## config.mk

```make
export PLATFORM = sky130hd
export DESIGN_NAME = apb_host_port
export DESIGN_NICKNAME = d
export VERILOG_FILES = /design/src/logic/mem_pkg.sv /design/src/logic/apb_host_port.sv
export SDC_FILE = /design/constraint.sdc
export NUM_CORES = 1
export LEC_CHECK = 0
export BUFFER_PORTS_ARGS = -buffer_cell sky130_fd_sc_hd__buf_2
export CAP_MARGIN = 20
export CORE_AREA = 2 2 69 71
export CTS_BUF_LIST = sky130_fd_sc_hd__clkbuf_16
export DETAILED_ROUTE_END_ITERATION = 16
export DIE_AREA = 0 0 71 73
export GPL_TIMING_DRIVEN = 1
export PLACE_DENSITY = 0.67
export SETUP_SLACK_MARGIN = 0.15
export SYNTH_ARGS = -nofsm -noshare
export SYNTH_HDL_FRONTEND = slang
export SYNTH_SLANG_ARGS = --single-unit
```

## constraint.sdc

```tcl
create_clock -name clk -period 3.5 [get_ports clk]
set_clock_uncertainty 0.2 [all_clocks]
set_input_delay 0.35 -clock clk [delete_from_list [all_inputs] [get_ports clk]]
set_output_delay 0.35 -clock clk [all_outputs]
set_load 0.01 [all_outputs]
```

## src/logic/mem_pkg.sv

```systemverilog
package mem_pkg;

	// byte address into the 1 MiB memory
	localparam int ADDR_W = 20;

	// one storage line and the word carried by the core and APB write paths
	localparam int LINE_W = 128;
	localparam int WORD_W = 32;

	// lines are addressed by bits 19 to 4 of the byte address
	localparam int INDEX_W = 16;

	// bytes per line, one write enable each
	localparam int LANES = LINE_W / 8;

	typedef logic [ADDR_W-1:0] addr_t;

	typedef logic [INDEX_W-1:0] index_t;

	typedef logic [LINE_W-1:0] line_t;

	typedef logic [WORD_W-1:0] word_t;

	// bit n enables byte n of a line, byte 0 being bits 7 to 0
	typedef logic [LANES-1:0] byte_en_t;

endpackage

```

## src/logic/apb_host_port.sv

```systemverilog
`timescale 1ns/1ps

module apb_host_port
	import mem_pkg::*;
(
	input logic clk,
	input logic arst_n_i,

	input logic psel_i,
	input logic penable_i,
	input logic pwrite_i,
	input addr_t paddr_i,
	input word_t pwdata_i,
	output word_t prdata_o,
	output logic pready_o,
	output logic pslverr_o,

	output logic host_req_o,
	output logic host_we_o,
	output addr_t host_addr_o,
	output word_t host_wdata_o,
	input logic host_grant_i,
	input word_t host_rdata_i
);

	typedef enum logic [1:0] {
		S_IDLE,
		S_ACCESS,
		S_RESPOND
	} state_t;

	state_t state_q;
	state_t state_d;
	logic aligned;
	logic access;

	assign aligned = (paddr_i[1:0] == 2'b00);
	assign access = (state_q == S_ACCESS) & psel_i & penable_i;

	always_comb begin
		state_d = state_q;
		case (state_q)
			S_IDLE: begin
				if (psel_i) begin
					state_d = S_ACCESS;
				end
			end
			S_ACCESS: begin
				// an unaligned transfer is finished by the error response
				if (!psel_i) begin
					state_d = S_IDLE;
				end else if (penable_i) begin
					if (!aligned) begin
						state_d = S_IDLE;
					end else if (host_grant_i) begin
						state_d = S_RESPOND;
					end
				end
			end
			S_RESPOND: begin
				state_d = S_IDLE;
			end
			default: begin
				state_d = S_IDLE;
			end
		endcase
	end

	always_ff @(posedge clk or negedge arst_n_i) begin
		if (!arst_n_i) begin
			state_q <= S_IDLE;
		end else begin
			state_q <= state_d;
		end
	end

	// the request holds for the whole access phase until the grant
	assign host_req_o = access & aligned;
	assign host_we_o = pwrite_i;
	assign host_addr_o = paddr_i;
	assign host_wdata_o = pwdata_i;

	assign pslverr_o = access & ~aligned;
	assign pready_o = (state_q == S_RESPOND) | pslverr_o;

	// read data arrives from the store in the cycle after the grant
	assign prdata_o = (state_q == S_RESPOND) ? host_rdata_i : '0;

	// the master must hold address and direction until the transfer ends
	a_apb_stable: assert property (@(posedge clk) disable iff (!arst_n_i)
		(psel_i && !pready_o) |=> ($stable(paddr_i) && $stable(pwrite_i)))
	else $error("APB address or direction changed during a transfer");

endmodule

```

==> reports/qor.yml <==
run_status:
  status: "finished clean"
routing:
  wl_met1_um: 698
  drcViolationCount: 0
  routed-wl-met3_um: 354
  vias: 666
  top_signal_layer_used: "met4"
  drt_wl_total_mm: 2.28
  via_per_inst: 3.78
  met2_wirelength_mm: 1.17
  wire_per_inst_um: 12.9
  drt.antenna.violating_nets: 0
  first_iter_violations: 4
  drt_first_pass_iters: 3
worst_setup_path:
  critPathMaxStageDelay_ps: 450
  cp.arrival_ps: 1440
  path_delay_family: "simple AND/OR/NAND/NOR gates"
  ff2ff_path_depth: 2
  crit_end: "pready_o"
  reg2reg_to: "state_q[1]"
  cp.required_ps: 2950
  path_cells: "nor2b_4 > o21bai_1 > buf_2"
  start_kind: "flop"
  critical_path_class: "reg -> out"
  path_buf_inv: 1
  path_depth: 3
  critPathMaxFanout: 33
  critPathCaptureType: "output pin"
  reg2reg_setup_slack_ps: 2340
  r2r-start: "state_q[1]"
  critPathSlowestCell: "nor2b_4"
  crit_start: "state_q[0]"
clock_network:
  cts-root-buf: "clkbuf_16"
  cts_resized: 0
  cts.sinks: 2
  clk_latency_ps: 220
  cts_hold_buf: 1
  cts_made_buffers: 3
  cts_tree: "done"
  htreeDepth: 1
  max-clock-path-buffers: 2
  cts_setup_buffers: 0
  clk_pin_slew_ps: 30
power_and_ir_drop:
  p_leak_nw: 0.554
  power_frac_comb: 0.154
  p_seq_frac: 0.112
  pwr_density_cell_nw_per_um2: 265
  power_switching_w: 0.0000403
  finalPower_w: 0.000231
  vdd_drop_max_mv: 0.147
  clkPwrFrac: 0.735
  swShare: 0.175
  p_int_w: 0.000191
cells_and_area:
  area_growth_pct: 15.2
  top_register: "state_q"
  fin_util: 0.193
  largest_reg_flops: 2
  drive_gt1_frac: 0.672
  top_regs: "state_q (2)"
  final_nets: 214
  final.fill_count: 512
  num_antenna_cells: 0
grt:
  grt_max_degree: 34
  first_global_vias: 604
  grt_pass1_wl_mm: 3.02
  antenna_found_initial: 0
  gr-total-overflow: 0
  gr-usage-all-layers: 0.0754
synthesis:
  ys_dominant_reg_cell: "dfrtp_1"
  syn_inst: 99
  synth-seq-cells: 2
  syn_nets: 189
  synth_top_area_share: 0.525
  synth-async-reset-ratio: 1.00
  ys_seq_area_frac: 0.0660
  synth_area_leaders: "buf_4 (52%), and2_1 (26%), dfrtp_1 (6.6%), nand4b_4 (3.1%), buf_2 (2.0%)"
  yosysTopAreaCell: "buf_4"
  synth_edf_count: 0
  avgSynthCellArea_um2: 7.66
  yosysMostFrequentCell: "buf_4"
  synth_common_cells: "buf_4 (53), and2_1 (32), buf_2 (3), dfrtp_1 (2), nor2_1 (2)"
  synth.distinct_cells: 12
  yosys_warnings: 0
  syn_area_um2: 758
timing:
  setup_ws_ps: 1510
  period_share: 0.568
  holdWs_ps: 177
  slew_headroom: 0.665
  tightest_slew_ps: 502
  hold_viol_final: 0
  finalSetupTns_ps: 0
  setup_violations: 0
  rsz0062_at_grt: "false"
  drv_slew: 0
  finalCriticalPeriod_ps: 1990
  fmax_mhz: 503
floorplan:
  io_pins: 178
  core_um2: 4540
  die_x_um: 71
  start_util: 0.167
  die_area_um2: 5180
  die_h_um: 73
  floorplan.rows: 25
job:
  max_cap_viol_count: 0
placed_design:
  dp_hpwl_mm: 1.98
  port_buffers: 75
  gp_congestion: 0.714
  pre_cts_ws_ps: 1700
hold_path:
  min_path_type: "in -> reg"
routing by layer:
layer | up-vias | track usage
met1 | 293 | 0.0685
li1 | 297 | -
met5 | - | 0
met3 | 10 | 0.0483
met4 | 0 | 0.0335
met2 | 66 | 0.133
power groups by stage:
| stage | Clock (W) | Combinational [W] | Sequential (W) |
|---|---|---|---|
| 3_3_place_gp | 0 | 0.0000359 | 0.0000260 |
| 4_1_cts | 0.000172 | 0.0000367 | 0.0000258 |
| 2_1_floorplan | 0 | 0.0000695 | 0.0000260 |
| 6_report | 0.000170 | 0.0000356 | 0.0000258 |
| 3_5_place_dp | 0 | 0.0000355 | 0.0000261 |
| 5_1_grt | 0.000175 | 0.0000399 | 0.0000260 |
cells by family after synthesis:
family	Yosys count	synth area share
AO/OA/AOI/OAI	2	0.0231
buffers and inverters	56	0.545
flip-flops	2	0.0660
AND/OR/NAND/NOR	39	0.366
cells in the final DEF, fill, tap and decap left out:
cell type,count
nor2_1,2
dlygate4sd3_1,1
and2_1,32
nor3_1,1
buf_2,75
o311a_1,1
nor2b_4,1
dfrtp_1,2
nand4b_4,1
nor4b_2,1
nor3b_2,1
o21bai_1,1
clkbuf_16,3
worst min path at each step:
stage,startpoint,end,slack [ps],depth (start not counted)
finish,paddr_i[1],state_q[1],180,2
global route,paddr_i[0],state_q[1],200,2
CTS,paddr_i[0],state_q[1],190,2
detailed placement,arst_n_i,state_q[1],-60,1
global placement,arst_n_i,state_q[0],-60,1
floorplan,arst_n_i,state_q[0],-150,0
worst reg2reg max path, delay by kind of cell, from the launching register on:
family           cells  cell delay [ps]
DFF                  1              400
and+or+nand+nor      2              470
metrics by stage:
stage / cell area, um^2 / std cells
5_1_grt: 873 / 176
4_1_cts: 873 / 176
3_3_place_gp: 788 / 172
3_5_place_dp: 788 / 172
6_report: 873 / 176
2_1_floorplan: 758 / 99
layout make-up:
cell class                 instances  area, um^2  area share
clock buffer                       3        75.1      0.0860
multi-input combinational         41         295       0.338
sequential                         2        50.0      0.0573
tap                               54        67.6      0.0774
timing repair buffer              76         385       0.441
Power figures use the tool's default switching activity.
