===== src/logic/mem_pkg.sv =====
package mem_pkg;

	// byte address into the 1 MiB memory
	localparam int ADDR_W = 20;

	// one storage line and the word carried by the core and APB write paths
	localparam int LINE_W = 128;
	localparam int WORD_W = 32;

	// lines are addressed by bits 19 to 4 of the byte address
	localparam int INDEX_W = 16;

	// bytes per line, one write enable each
	localparam int LANES = LINE_W / 8;

	typedef logic [ADDR_W-1:0] addr_t;

	typedef logic [INDEX_W-1:0] index_t;

	typedef logic [LINE_W-1:0] line_t;

	typedef logic [WORD_W-1:0] word_t;

	// bit n enables byte n of a line, byte 0 being bits 7 to 0
	typedef logic [LANES-1:0] byte_en_t;

endpackage


===== src/logic/line_bus_if.sv =====
`timescale 1ns/1ps

interface line_bus_if
	import mem_pkg::*;
();

	// read request and the line it returns one cycle later
	logic rd_req;
	addr_t rd_addr;
	logic rd_ready;
	line_t rd_data;
	addr_t rd_addr_echo;

	// word or byte write, applied at the edge it is sampled
	logic wr_en;
	logic wr_byte;
	addr_t wr_addr;
	word_t wr_data;

	modport requester (
		output rd_req, rd_addr, wr_en, wr_byte, wr_addr, wr_data,
		input rd_ready, rd_data, rd_addr_echo
	);

	modport memory (
		input rd_req, rd_addr, wr_en, wr_byte, wr_addr, wr_data,
		output rd_ready, rd_data, rd_addr_echo
	);

endinterface


===== src/logic/mem_ctrl.sv =====
`timescale 1ns/1ps

module mem_ctrl
	import mem_pkg::*;
(
	input logic clk,
	input logic arst_n_i,

	line_bus_if.memory bus,

	input logic host_req_i,
	input logic host_we_i,
	input addr_t host_addr_i,
	input word_t host_wdata_i,
	output logic host_grant_o,
	output word_t host_rdata_o,

	output logic st_rd_en_o,
	output index_t st_rd_index_o,
	input line_t st_rd_line_i,

	output logic mg_valid_o,
	output logic mg_byte_o,
	output addr_t mg_addr_o,
	output word_t mg_data_o
);

	logic core_busy;
	logic host_rd;
	addr_t rd_addr_sel;

	// record of the read that the store is answering in this cycle
	logic rec_core_rd_q;
	logic rec_host_rd_q;
	addr_t rec_addr_q;

	// any core access owns the store, the host only gets an empty cycle
	assign core_busy = bus.rd_req | bus.wr_en;
	assign host_grant_o = host_req_i & ~core_busy;
	assign host_rd = host_grant_o & ~host_we_i;

	assign rd_addr_sel = bus.rd_req ? bus.rd_addr : host_addr_i;

	assign st_rd_en_o = bus.rd_req | host_rd;
	assign st_rd_index_o = rd_addr_sel[ADDR_W-1 -: INDEX_W];

	// core writes go straight to the merge, host writes only once granted
	assign mg_valid_o = bus.wr_en | (host_grant_o & host_we_i);
	assign mg_byte_o = bus.wr_en ? bus.wr_byte : 1'b0;
	assign mg_addr_o = bus.wr_en ? bus.wr_addr : host_addr_i;
	assign mg_data_o = bus.wr_en ? bus.wr_data : host_wdata_i;

	always_ff @(posedge clk or negedge arst_n_i) begin
		if (!arst_n_i) begin
			rec_core_rd_q <= 1'b0;
			rec_host_rd_q <= 1'b0;
		end else begin
			rec_core_rd_q <= bus.rd_req;
			rec_host_rd_q <= host_rd;
		end
	end

	always_ff @(posedge clk) begin
		if (st_rd_en_o) begin
			rec_addr_q <= rd_addr_sel;
		end
	end

	assign bus.rd_ready = rec_core_rd_q;
	assign bus.rd_data = st_rd_line_i;
	assign bus.rd_addr_echo = rec_addr_q;

	// the host reads one word, picked from the line by address bits 3 to 2
	assign host_rdata_o = rec_host_rd_q ? st_rd_line_i[rec_addr_q[3:2]*WORD_W +: WORD_W] : '0;

	// the APB port drops its request in the cycle after a grant,
	// so each host transfer uses the store only once
	a_grant_once: assert property (@(posedge clk) disable iff (!arst_n_i)
		host_grant_o |=> !host_req_i)
	else $error("host request still high after its grant");

endmodule


===== src/flat_wrapper.sv =====
// flat-port wrapper written by rule: the top's interface ports become plain ports
module mem_ctrl_flat import mem_pkg::*;
  (clk, arst_n_i, host_req_i, host_we_i, host_addr_i, host_wdata_i, host_grant_o, host_rdata_o, st_rd_en_o, st_rd_index_o, st_rd_line_i, mg_valid_o, mg_byte_o, mg_addr_o, mg_data_o, bus_rd_req, bus_rd_addr, bus_wr_en, bus_wr_byte, bus_wr_addr, bus_wr_data, bus_rd_ready, bus_rd_data, bus_rd_addr_echo);
  line_bus_if bus_i ();
  input logic clk;
  input logic arst_n_i;
  input logic host_req_i;
  input logic host_we_i;
  input addr_t host_addr_i;
  input word_t host_wdata_i;
  output logic host_grant_o;
  output word_t host_rdata_o;
  output logic st_rd_en_o;
  output index_t st_rd_index_o;
  input line_t st_rd_line_i;
  output logic mg_valid_o;
  output logic mg_byte_o;
  output addr_t mg_addr_o;
  output word_t mg_data_o;
  input wire logic [$bits(bus_i.rd_req)-1:0] bus_rd_req;
  input wire logic [$bits(bus_i.rd_addr)-1:0] bus_rd_addr;
  input wire logic [$bits(bus_i.wr_en)-1:0] bus_wr_en;
  input wire logic [$bits(bus_i.wr_byte)-1:0] bus_wr_byte;
  input wire logic [$bits(bus_i.wr_addr)-1:0] bus_wr_addr;
  input wire logic [$bits(bus_i.wr_data)-1:0] bus_wr_data;
  output wire logic [$bits(bus_i.rd_ready)-1:0] bus_rd_ready;
  output wire logic [$bits(bus_i.rd_data)-1:0] bus_rd_data;
  output wire logic [$bits(bus_i.rd_addr_echo)-1:0] bus_rd_addr_echo;
  assign bus_i.rd_req = bus_rd_req;
  assign bus_i.rd_addr = bus_rd_addr;
  assign bus_i.wr_en = bus_wr_en;
  assign bus_i.wr_byte = bus_wr_byte;
  assign bus_i.wr_addr = bus_wr_addr;
  assign bus_i.wr_data = bus_wr_data;
  assign bus_rd_ready = bus_i.rd_ready;
  assign bus_rd_data = bus_i.rd_data;
  assign bus_rd_addr_echo = bus_i.rd_addr_echo;
  mem_ctrl u_core (.clk(clk), .arst_n_i(arst_n_i), .bus(bus_i), .host_req_i(host_req_i), .host_we_i(host_we_i), .host_addr_i(host_addr_i), .host_wdata_i(host_wdata_i), .host_grant_o(host_grant_o), .host_rdata_o(host_rdata_o), .st_rd_en_o(st_rd_en_o), .st_rd_index_o(st_rd_index_o), .st_rd_line_i(st_rd_line_i), .mg_valid_o(mg_valid_o), .mg_byte_o(mg_byte_o), .mg_addr_o(mg_addr_o), .mg_data_o(mg_data_o));
endmodule

===== config.mk =====
export PLATFORM = sky130hd
export DESIGN_NAME = mem_ctrl_flat
export DESIGN_NICKNAME = d
export VERILOG_FILES = /design/src/logic/mem_pkg.sv /design/src/logic/line_bus_if.sv /design/src/logic/mem_ctrl.sv /design/src/flat_wrapper.sv
export SDC_FILE = /design/constraint.sdc
export NUM_CORES = 1
export LEC_CHECK = 0
export ABC_AREA = 1
export BUFFER_PORTS_ARGS = -buffer_cell sky130_fd_sc_hd__buf_2
export CORE_AREA = 2 2 201 203
export CTS_BUF_LIST = sky130_fd_sc_hd__clkbuf_4 sky130_fd_sc_hd__clkbuf_8
export DETAILED_ROUTE_END_ITERATION = 16
export DIE_AREA = 0 0 203 205
export HOLD_SLACK_MARGIN = 0.15
export PLACE_DENSITY = 0.43
export SLEW_MARGIN = 5
export SYNTH_ARGS = -nofsm -noshare
export SYNTH_HDL_FRONTEND = slang
export SYNTH_SLANG_ARGS = --single-unit

===== constraint.sdc =====
create_clock -name clk -period 4.35 [get_ports clk]
set_input_delay 1.305 -clock clk [delete_from_list [all_inputs] [get_ports clk]]
set_output_delay 1.305 -clock clk [all_outputs]
set_load 0.02 [all_outputs]

==> run_results.csv <==
group,metric,value,unit
detailed_routing,wl_per_cell,13.9,µm
finish,n_fill_cell,4675,
floorplan,die-area,0.0416,mm²
cts,cts_made_buffers,3,
global_routing,grt_pass1_vias,5454,
timing,worst_pin_slew,0.745,ns
cts,cts_resized,0,
placement,port_buffers,511,
global_routing,grt_max_degree,76,
timing,finalCritPeriodShare,88.6,%
pwr,vdd_drop_max,0.114,mV
synth,ys_warn_count,0,
floorplan,rows,73,
synth,syn_avg_cell_area,5.61,µm²
detailed_routing,first_pass_iters,4,
cts,ctsHoldBuffers,0,
timing,rsz0062_at_grt,"no",
cts,post_cts_buffers,0,
global_routing,grt_pass1_wl,31.2,mm
finish,drive_gt1_share,47.7,%
setup_path,crit_fanout,20,
global_routing,antenna_found_initial,2,
timing,timing.setup.tns,0,ns
detailed_routing,drtAntennaViolNets,0,
pwr,leakage,4.10,nW
synth,synth_cell_types,16,
finish,area_growth,47.1,%
detailed_routing,vias,5684,
pwr,p_per_area,197,mW/mm²
detailed_routing,drc,0,
global_routing,gr-total-overflow,0,
pwr,power.total,0.00125,W
placement,place_hpwl,19.7,mm
timing,setup_violations,0,
timing,fmax,260,MHz
timing,hold_viol,0,
timing,slew_violations,0,
synth,ys_seq_elements,22,
floorplan,die_h,205,µm
timing,slew-limit-headroom,50.3,%
setup_path,path_class,"in -> out",
setup_path,end_kind,"output pin",
timing,fin_hold_ws,0.782,ns
setup_path,cp-start-kind,"input pin",
synth,netlist_area,0.00429,mm²
finish,nNetsFinal,1368,
cts,clkTransAtPathRegs,0.11,ns
cts,cts_buffer_depth,2,
detailed_routing,viasPerCell,3.48,
floorplan,die_w,203,µm
placement,gp_congestion,0.864,
run,maxCapViolCount,0,
placement,place_inst,1629,
cts,clock_sinks,22,
detailed_routing,finalWirelength,22.8,mm
synth,seq_area_frac_synth,15.2,%
cts,h-tree-depth,1,
cts,cts_tree,"done",
synth,syn_nets,1025,
detailed_routing,initialDrtViolationCount,179,
floorplan,coreArea,0.0394,mm²
finish,utilization,16.1,%
timing,period_needed,3.85,ns
synth,synthCells,766,
run_status,status,"completed",
setup_path,critPathArrivalTime,2.55,ns
floorplan,start_util,10.9,%
finish,layoutNonFillerInstCount,1634,
global_routing,grt_usage,10.1,%
min_path,hold_path_class,"in -> async",
cts,root_buffer,"clkbuf_8",
floorplan,pin_count,512,
setup_path,cp.required,3.04,ns
[metrics by stage]
stage               setup slack [ns]  cell area [µm²]
floorplan                      0.362             4290
global placement               0.406             6240
detailed placement             0.409             6240
CTS                            0.414             6320
global route                   0.371             6320
finish                         0.497             6320
[layout by cell type, fill, tap and decap left out]
cell       Yosys  final
buf_2         12    511
nand2_1      268    268
inv_1        151    151
nand3_1       64     64
o21ai_0       40     40
a21oi_1       32     32
edfxtp_1      20     20
buf_4        156      9
clkbuf_8       0      3
inv_2          2      2
dfrtp_1        2      2
diode_2        0      1
clkinv_1       1      1
nor3_2         1      1
nor4_1         1      1
o21bai_2       0      1
bufinv_16      0      1
buf_12         0      1
[worst max-delay path, stage by stage]
cell and delay, ns:
buf_2 0.09, clkinv_1 0.48, buf_12 0.37, nand2_1 0.08, o21bai_2 0.06, buf_2 0.16
[worst paths after layout]
kind	startpoint	endpoint	cells after the start
setup / recovery	bus_wr_en	st_rd_en_o	6
hold / removal	arst_n_i	u_core.rec_host_rd_q$_DFF_PN0_	1
max in group asynchronous	arst_n_i	u_core.bus.rd_ready$_DFF_PN0_	1
min in group clk	host_we_i	u_core.rec_host_rd_q$_DFF_PN0_	2
[logic make-up after synthesis]
family | count (synthesis) | share of synthesized area, %
compound gates | 73 | 8.57
buf+inv | 337 | 45.0
flops | 22 | 15.2
simple gates | 334 | 31.3
[layer usage]
| layer | global-route usage (%) | routed length (µm) | part of all wire [%] | up-vias |
|---|---|---|---|---|
| li1 | - | - | - | 2814 |
| met1 | 10.1 | 7970 | 35 | 2467 |
| met2 | 19.4 | 11800 | 52 | 360 |
| met3 | 1.88 | 1780 | 7.8 | 41 |
| met4 | 5.89 | 1220 | 5.4 | 2 |
| met5 | 0 | 16 | 0.070 | - |
[sequential cells by signal (all words and copies together), names as in the netlist]
| register | count |
|---|---|
| u_core.rec_host_rd_q | 1 |
| u_core.bus.rd_ready | 1 |
| u_core.bus.rd_addr_echo | 20 |
[cell usage after synthesis (all sizes together)]
master  number  area share [%]
edfxtp      20              14
o21ai       40             4.7
nor3         1            0.23
dfrtp        2             1.2
nand2      268              23
nor4         1            0.15
inv        153              13
nand3       64             7.5
clkbuf       6            0.52
clkinv       1           0.087
buf        177              31
o21bai       1            0.17
a21oi       32             3.7
[power by group]
group          internal, W  switching [W]
clock             0.000124      0.0000927
combinational     0.000259       0.000507
sequential        0.000256     0.00000780
[cell type report]
cell class / instances / area [µm²] / share of cell area [%]
Multi-Input combinational cell: 407 / 1710 / 27.1
Inverter: 154 / 578 / 9.15
Timing Repair Buffer: 521 / 2650 / 41.9
Antenna cell: 1 / 2.50 / 0.0396
Clock inverter: 1 / 30.0 / 0.475
Sequential cell: 22 / 651 / 10.3
Clock buffer: 3 / 41.3 / 0.653
Tap cell: 525 / 657 / 10.4
(Power assumes the default switching activity.)
