[src/logic/mem_pkg.sv]
package mem_pkg;

	// byte address into the 1 MiB memory
	localparam int ADDR_W = 20;

	// one storage line and the word carried by the core and APB write paths
	localparam int LINE_W = 128;
	localparam int WORD_W = 32;

	// lines are addressed by bits 19 to 4 of the byte address
	localparam int INDEX_W = 16;

	// bytes per line, one write enable each
	localparam int LANES = LINE_W / 8;

	typedef logic [ADDR_W-1:0] addr_t;

	typedef logic [INDEX_W-1:0] index_t;

	typedef logic [LINE_W-1:0] line_t;

	typedef logic [WORD_W-1:0] word_t;

	// bit n enables byte n of a line, byte 0 being bits 7 to 0
	typedef logic [LANES-1:0] byte_en_t;

endpackage

[src/logic/lane_merge.sv]
`timescale 1ns/1ps

module lane_merge
	import mem_pkg::*;
(
	input logic mg_valid_i,
	input logic mg_byte_i,
	input addr_t mg_addr_i,
	input word_t mg_data_i,

	output logic st_wr_en_o,
	output index_t st_wr_index_o,
	output byte_en_t st_wr_be_o,
	output line_t st_wr_line_o
);

	assign st_wr_en_o = mg_valid_i;
	assign st_wr_index_o = mg_addr_i[ADDR_W-1 -: INDEX_W];

	// data is copied into every lane, the mask picks which lanes land
	always_comb begin
		if (mg_byte_i) begin
			st_wr_be_o = byte_en_t'(1) << mg_addr_i[3:0];
			st_wr_line_o = {LANES{mg_data_i[7:0]}};
		end else begin
			st_wr_be_o = byte_en_t'(4'hf) << {mg_addr_i[3:2], 2'b00};
			st_wr_line_o = {(LINE_W / WORD_W){mg_data_i}};
		end
	end

endmodule

[config.mk]
export PLATFORM = sky130hd
export DESIGN_NAME = lane_merge
export DESIGN_NICKNAME = d
export VERILOG_FILES = /design/src/logic/mem_pkg.sv /design/src/logic/lane_merge.sv
export SDC_FILE = /design/constraint.sdc
export NUM_CORES = 1
export LEC_CHECK = 0
export BUFFER_PORTS_ARGS = -buffer_cell sky130_fd_sc_hd__buf_2
export CAP_MARGIN = 5
export CORE_AREA = 2 2 84 86
export DETAILED_ROUTE_END_ITERATION = 16
export DIE_AREA = 0 0 86 88
export PLACE_DENSITY_LB_ADDON = 0.2
export SLEW_MARGIN = 25
export SYNTH_ARGS = -nofsm -noshare
export SYNTH_HDL_FRONTEND = slang
export SYNTH_SLANG_ARGS = --single-unit
[constraint.sdc]
create_clock -name vclk -period 2.35
set_input_delay 0.47 -clock vclk [all_inputs]
set_output_delay 0.47 -clock vclk [all_outputs]
set_load 0.005 [all_outputs]
==> reports/qor.csv, run 1 <==
stage,metric,value,unit
run_status,result of the run,finished clean,
synth,combined area of all synthesized cells,0.00131,sq mm
power_and_ir_drop,Switching Fraction,0.505,
detailed_routing,initial drt markers,11,
setup_path,Critical path origin,mg_byte_i,
power_and_ir_drop,switching power of the nets,153,uW
cts,post-CTS sizing,0,
layout,"Core Util, Final",0.211,
setup_path,"critical path, cell by cell",buf_2 > buf_4 > nand2_1 > o21ai_0 > buf_2,
setup_path,CP top delay family,buffers and inverters,
synth,post-synthesis area per instance,6.40,sq um
synth,number of synthesis warnings,0,
cts,hold bufs inserted after CTS,0,
power_and_ir_drop,clock power share,0,
detailed_routing,number of iterations in the first detailed-routing pass,4,
synth,sequential share of the synthesized area,0,
global_routing,wire length of the first global-routing pass,4.13,mm
detailed_routing,post-detailed-route count of antenna-violating nets,0,
timing,Final setup violation count,0,
detailed_routing,detailed-route wire length per cell,10.0,um
flow_run,max-capacitance violation count,0,
place,dpl cells,343,
die,placeable core area,0.00664,sq mm
setup_path,largest incremental delay on the critical path,0.30,ns
timing,"Hold Violations, Final",0,
place,final weighted congestion in routability-driven placement,0.622,
place,count of buffers from port buffering,181,
global_routing,total routing usage reported by global routing,0.0670,
die,Top-Level Pins,215,
power_and_ir_drop,internal cell power,150,uW
power_and_ir_drop,logic gate share of total power,1.000,
global_routing,GR met1 Demand/Resource,0.0653,
place,DPL Wire Length,3.06,mm
min_path,worst min-delay path category,in -> out,
power_and_ir_drop,power density over cell area,216,mW/mm^2
layout,layout cells sized above 1,0.711,
timing,Setup TNS Final,0,ns
detailed_routing,detailed-route vias per instance,3.67,
power_and_ir_drop,Max VDD drop,0.0601,mV
layout,footprint of the flip-flops and latches,0,sq um
layout,number of non-filler instances in the completed layout,343,
synth,Post-Synthesis Cells,204,
setup_path,maximum fanout along the worst path,20,
setup_path,type of the setup path with the least slack,in -> out,
timing,setup repair after global routing missed its margin,no,
global_routing,maximum number of pins on one net before global-route repair,21,
setup_path,type of element capturing the critical path,output port,
cts,count of buffers added by post-CTS timing repair for setup,0,
layout,layout overhead on the synthesized area,7.47,%
die,vertical die dimension,88,um
timing,Final Cycle Share,0.836,
setup_path,slowest cell on the critical path,sky130_fd_sc_hd__buf_2,
global_routing,met2 track utilization from global routing,0.150,
timing,peak clock frequency supported by timing,0.509,GHz
detailed_routing,Vias,1258,
die,starting utilization of the core area,0.197,
timing,fin. max-slew vios,0,
setup_path,WP buf/inv,3,
global_routing,number of global-route vias before repair,898,
setup_path,cell count along the critical path,5,
timing,Final Critical Period,1.96,ns
layout,number of flip-flops and latches,0,
power_and_ir_drop,leakage power,0.000989,uW
setup_path,critical path data required time,1.88,ns
detailed_routing,WL final,3.43,mm
layout,"most common cell after layout, fill and taps aside",sky130_fd_sc_hd__buf_2,
setup_path,cell occurring most often along the worst timing path,sky130_fd_sc_hd__buf_2,
global_routing,global routing met3 resource utilization,0,
setup_path,Arrival @ worst endpoint,1.49,ns
global_routing,"Remaining Overflow, GRT",0,
layout,diode count,0,
global_routing,layer with the highest usage,met2,
synth,Post-Syn Nets,258,
timing,relative slew slack,0.710,
layout,Total Nets Final,319,
layout,clk_buf instances,0,
timing,actual transition at the worst max-transition pin,0.431,ns
power_and_ir_drop,Seq pwr share,0,
die,Die Area,0.00757,sq mm
die,Die X,86,um
synth,count of different cell masters after synthesis,13,
setup_path,CP endpoint,st_wr_line_o[21],
die,Placement Rows,30,
setup_path,startpoint type of the worst setup path,primary input,
detailed_routing,remaining design rule violation count,0,
timing,Worst Hold Slack,0.940,ns
layout,"leading cell types in the layout, fill and taps excluded","sky130_fd_sc_hd__buf_2, sky130_fd_sc_hd__inv_1, sky130_fd_sc_hd__o21ai_0",
global_routing,initial antenna violation count,0,
-- logic make-up (layout without fill, tap and decap cells) --
family / Yosys count / in the layout / synth area share
AO/OA/AOI/OAI: 34 / 34 / 0.148
buffers and inverters: 149 / 208 / 0.782
AND/OR/NAND/NOR: 21 / 21 / 0.0699
-- worst min-delay path by stage --
stage,startpoint,end,slack (ns),cells after the start
final,mg_addr_i[17],st_wr_index_o[13],0.94,0
after global routing,mg_addr_i[17],st_wr_index_o[13],0.94,0
after CTS,mg_addr_i[19],st_wr_index_o[15],0.94,0
after detailed placement,mg_addr_i[19],st_wr_index_o[15],0.94,0
after global placement,mg_addr_i[19],st_wr_index_o[15],0.94,0
after floorplan,mg_addr_i[2],st_wr_be_o[1],0.96,1
-- stage by stage --
step | cell area, sq um | total power [uW] | worst slack (ns)
2_1_floorplan | 1310 | 290 | 0.738
3_3_place_gp | 1400 | 311 | 0.396
3_5_place_dp | 1400 | 310 | 0.347
4_1_cts | 1400 | 311 | 0.346
5_1_grt | 1400 | 341 | 0.235
6_report | 1400 | 304 | 0.386
-- per-layer routing --
metal	wire, um	part of all wire
met3	338	0.098
met4	76	0.022
met2	1840	0.54
met5	0	0
met1	1170	0.34
-- power groups by stage --
stage / Sequential [uW] / Clock (uW) / Combinational [uW]
detailed placement: 0 / 0 / 310
global route: 0 / 0 / 341
finish: 0 / 0 / 304
CTS: 0 / 0 / 311
global placement: 0 / 0 / 311
floorplan: 0 / 0 / 290
-- cell type report --
class / instances / area [sq um]
inverter: 24 / 90.1
tap: 80 / 100
fill: 763 / 5240
timing repair buffer: 184 / 928
multi-input combinational: 55 / 285
-- cell usage after synthesis --
cell / count / area share
sky130_fd_sc_hd__o21ai_1: 3 / 0.011
sky130_fd_sc_hd__buf_4: 122 / 0.70
sky130_fd_sc_hd__nand2b_1: 4 / 0.019
sky130_fd_sc_hd__nor2_1: 6 / 0.017
sky130_fd_sc_hd__a21boi_2: 1 / 0.0086
sky130_fd_sc_hd__o21ai_0: 21 / 0.080
sky130_fd_sc_hd__a211oi_2: 2 / 0.019
sky130_fd_sc_hd__o21a_1: 1 / 0.0057
sky130_fd_sc_hd__nor3_1: 2 / 0.0077
sky130_fd_sc_hd__nand2_1: 9 / 0.026
sky130_fd_sc_hd__a21oi_1: 6 / 0.023
sky130_fd_sc_hd__buf_2: 3 / 0.011
sky130_fd_sc_hd__inv_1: 24 / 0.069
No activity file was read; power rests on OpenSTA's default activity.
==> inputs of run 2 (changes only) <==
--- a/config.mk
+++ b/config.mk
@@ -5,11 +5,12 @@
 export SDC_FILE = /design/constraint.sdc
 export NUM_CORES = 1
 export LEC_CHECK = 0
+export ABC_AREA = 1
 export BUFFER_PORTS_ARGS = -buffer_cell sky130_fd_sc_hd__buf_2
 export CAP_MARGIN = 5
-export CORE_AREA = 2 2 84 86
+export CORE_AREA = 2 2 83 85
 export DETAILED_ROUTE_END_ITERATION = 16
-export DIE_AREA = 0 0 86 88
+export DIE_AREA = 0 0 85 87
 export PLACE_DENSITY_LB_ADDON = 0.2
 export SLEW_MARGIN = 25
 export SYNTH_ARGS = -nofsm -noshare
==> constraint.sdc (replaced) <==
create_clock -name vclk -period 2
set_input_delay 0.4 -clock vclk [all_inputs]
set_output_delay 0.4 -clock vclk [all_outputs]
set_load 0.005 [all_outputs]
==> run 2 against run 1 <==
  * Cell area decreased by 1.8%
  * Cell count increased by 2.9%
  * Critical path depth increased by 1
  * Sequential cell count unchanged
  * Synthesized area decreased by 0.96%
  * Critical path type unchanged
==> reports/qor.csv, run 2 <==
stage,metric,value,unit,change
timing,Final setup violation count,0,,unchanged
place,final weighted congestion in routability-driven placement,0.664,,+6.7%
synth,number of synthesis warnings,0,,unchanged
place,dpl cells,353,,+2.9%
power_and_ir_drop,Switching Fraction,0.508,,+0.00307
die,placeable core area,0.00657,sq mm,-1.1%
global_routing,initial antenna violation count,0,,unchanged
detailed_routing,remaining design rule violation count,0,,unchanged
setup_path,maximum fanout along the worst path,15,,-25%
synth,fraction of synthesized cell area taken by the top area cell type,0.708,,+0.00678
die,vertical die dimension,87,um,-1.1%
layout,layout cells sized above 1,0.681,,-0.0297
power_and_ir_drop,Max VDD drop,0.0763,mV,+27%
setup_path,critical path data required time,1.60,ns,-0.28 ns
synth,combinational family with the most area after synthesis,buffers and inverters,,
global_routing,number of global-route vias before repair,908,,+1.1%
power_and_ir_drop,leakage power,0.00103,uW,+4.0%
synth,count of different cell masters after synthesis,9,,-4
layout,footprint of the flip-flops and latches,0,sq um,unchanged
global_routing,total routing usage reported by global routing,0.0692,,+0.00224
place,placement-stage worst setup slack,0.292,ns,-0.0546 ns
detailed_routing,initial drt markers,24,,+13
timing,actual transition at the worst max-transition pin,0.282,ns,-0.149 ns
timing,relative slew slack,0.812,,+0.102
timing,"Hold Violations, Final",0,,unchanged
power_and_ir_drop,logic gate share of total power,1.000,,about the same
synth,top post-synthesis cells by area,"sky130_fd_sc_hd__buf_4, sky130_fd_sc_hd__nand2_1, sky130_fd_sc_hd__a21oi_1, sky130_fd_sc_hd__buf_6, sky130_fd_sc_hd__nor2_1",,
timing,Final Cycle Share,0.831,,
setup_path,cell count along the critical path,6,,+1
synth,cell taking the most area after synthesis,sky130_fd_sc_hd__buf_4,,
synth,"count leader, synth",sky130_fd_sc_hd__buf_4,,
die,starting utilization of the core area,0.197,,+0.000342
layout,clk_buf instances,0,,unchanged
synth,Compound-Gate Fraction of Synth Area,0.0426,,-0.106
global_routing,"Remaining Overflow, GRT",0,,unchanged
power_and_ir_drop,post-layout total power,359,uW,+18%
layout,"Core Util, Final",0.210,,-0.00139
detailed_routing,detailed-route wire length per cell,9.59,um,-4.2%
setup_path,"critical path, cell by cell",buf_2 > inv_2 > buf_4 > nand2_1 > nand2_1 > buf_2,,
die,Top-Level Pins,215,,unchanged
power_and_ir_drop,power density over cell area,260,mW/mm^2,+20%
layout,"leading cell types in the layout, fill and taps excluded","sky130_fd_sc_hd__buf_2, sky130_fd_sc_hd__nand2_1, sky130_fd_sc_hd__a21oi_1",,
synth,sequential share of the synthesized area,0,,unchanged
layout,number of flip-flops and latches,0,,unchanged
setup_path,type of element capturing the critical path,output port,,
power_and_ir_drop,internal cell power,176,uW,+17%
global_routing,maximum number of pins on one net before global-route repair,16,,-24%
timing,fin. max-slew vios,0,,unchanged
run_status,result of the run,finished clean,,
layout,layout overhead on the synthesized area,6.58,%,
global_routing,wire length of the first global-routing pass,4.29,mm,+4.0%
power_and_ir_drop,Seq pwr share,0,,unchanged
layout,Total Nets Final,329,,+3.1%
detailed_routing,detailed-route vias per instance,3.58,,-2.5%
detailed_routing,number of iterations in the first detailed-routing pass,4,,unchanged
layout,diode count,0,,unchanged
detailed_routing,post-detailed-route count of antenna-violating nets,0,,unchanged
die,Die Area,0.00740,sq mm,-2.3%
setup_path,type of the setup path with the least slack,in -> out,,
synth,Post-Synthesis Cells,214,,+4.9%
place,DPL Wire Length,2.99,mm,-2.2%
place,count of buffers from port buffering,181,,unchanged
synth,post-synthesis area per instance,6.05,sq um,-5.6%
synth,Post-Syn Nets,268,,+3.9%
die,Die X,85,um,-1.2%
setup_path,startpoint type of the worst setup path,primary input,,
min_path,number of instances on the worst hold path,0,,unchanged
setup_path,Arrival @ worst endpoint,1.26,ns,-0.23 ns
layout,number of non-filler instances in the completed layout,353,,+2.9%
synth,Post-Synth Simple-Gate Area,0.211,,+0.141
timing,setup slack of the critical path after layout,0.337,ns,-0.0489 ns
detailed_routing,WL final,3.38,mm,-1.4%
setup_path,largest incremental delay on the critical path,0.26,ns,-0.04 ns
synth,Commonest cells post-synth,"sky130_fd_sc_hd__buf_4, sky130_fd_sc_hd__nand2_1, sky130_fd_sc_hd__a21oi_1",,
cts,post-CTS sizing,0,,unchanged
layout,"most common cell after layout, fill and taps aside",sky130_fd_sc_hd__buf_2,,
timing,setup repair after global routing missed its margin,no,,
detailed_routing,Vias,1262,,+0.32%
min_path,worst min-delay path category,in -> out,,
synth,multiplexer share of the synthesized area,0,,unchanged
setup_path,WP buf/inv,4,,+1
setup_path,CP top delay family,buffers and inverters,,
synth,synthesized-area fraction occupied by xor and xnor cells,0,,unchanged
power_and_ir_drop,clock power share,0,,unchanged
cts,count of buffers added by post-CTS timing repair for setup,0,,unchanged
synth,combined area of all synthesized cells,0.00129,sq mm,-0.96%
flow_run,max-capacitance violation count,0,,unchanged
timing,peak clock frequency supported by timing,0.601,GHz,
synth,synthesized-area fraction occupied by adder cells,0,,unchanged
timing,Final Critical Period,1.66,ns,
timing,Setup TNS Final,0,ns,unchanged
die,Placement Rows,30,,unchanged
setup_path,slowest cell on the critical path,sky130_fd_sc_hd__buf_2,,
cts,hold bufs inserted after CTS,0,,unchanged
power_and_ir_drop,switching power of the nets,182,uW,+19%
-- run 2: final timing paths --
kind	startpoint	to	slack, ns
worst max-delay path	mg_byte_i	st_wr_line_o[78]	0.34
worst min-delay path	mg_addr_i[15]	st_wr_index_o[11]	0.80
-- run 2: area by class of cell --
cell class	count	area (sq um)
multi-input cells	83	328
repair buffers	184	928
fillers	763	5190
inverters	6	22.5
well taps	80	100
-- run 2: kinds of logic (layout without fill, tap and decap cells) --
logic type,count (synthesis),in the layout
simple gates,72,72
buf+inv,131,190
compound gates,11,11
-- run 2: metrics by stage --
stage                     hold slack (ns)  instance area (sq um)
after floorplan                     0.881                   1290
after CTS                           0.800                   1380
after global placement              0.800                   1380
final                               0.800                   1380
after global routing                0.800                   1380
after detailed placement            0.800                   1380
-- run 2: power groups by stage --
| stage | Combinational, uW | Clock, uW | Sequential [uW] |
|---|---|---|---|
| 2_1_floorplan | 349 | 0 | 0 |
| 3_3_place_gp | 369 | 0 | 0 |
| 3_5_place_dp | 366 | 0 | 0 |
| 4_1_cts | 367 | 0 | 0 |
| 5_1_grt | 401 | 0 | 0 |
| 6_report | 359 | 0 | 0 |
-- run 2: routing by layer --
| metal | routed length (um) | up-vias | global-route usage | share of wire |
|---|---|---|---|---|
| li1 | - | 644 | - | - |
| met1 | 1130 | 506 | 0.0791 | 0.33 |
| met2 | 1820 | 104 | 0.143 | 0.54 |
| met3 | 404 | 8 | 0.00474 | 0.12 |
| met4 | 25 | 0 | 0.00577 | 0.0074 |
| met5 | 0 | - | 0 | 0 |
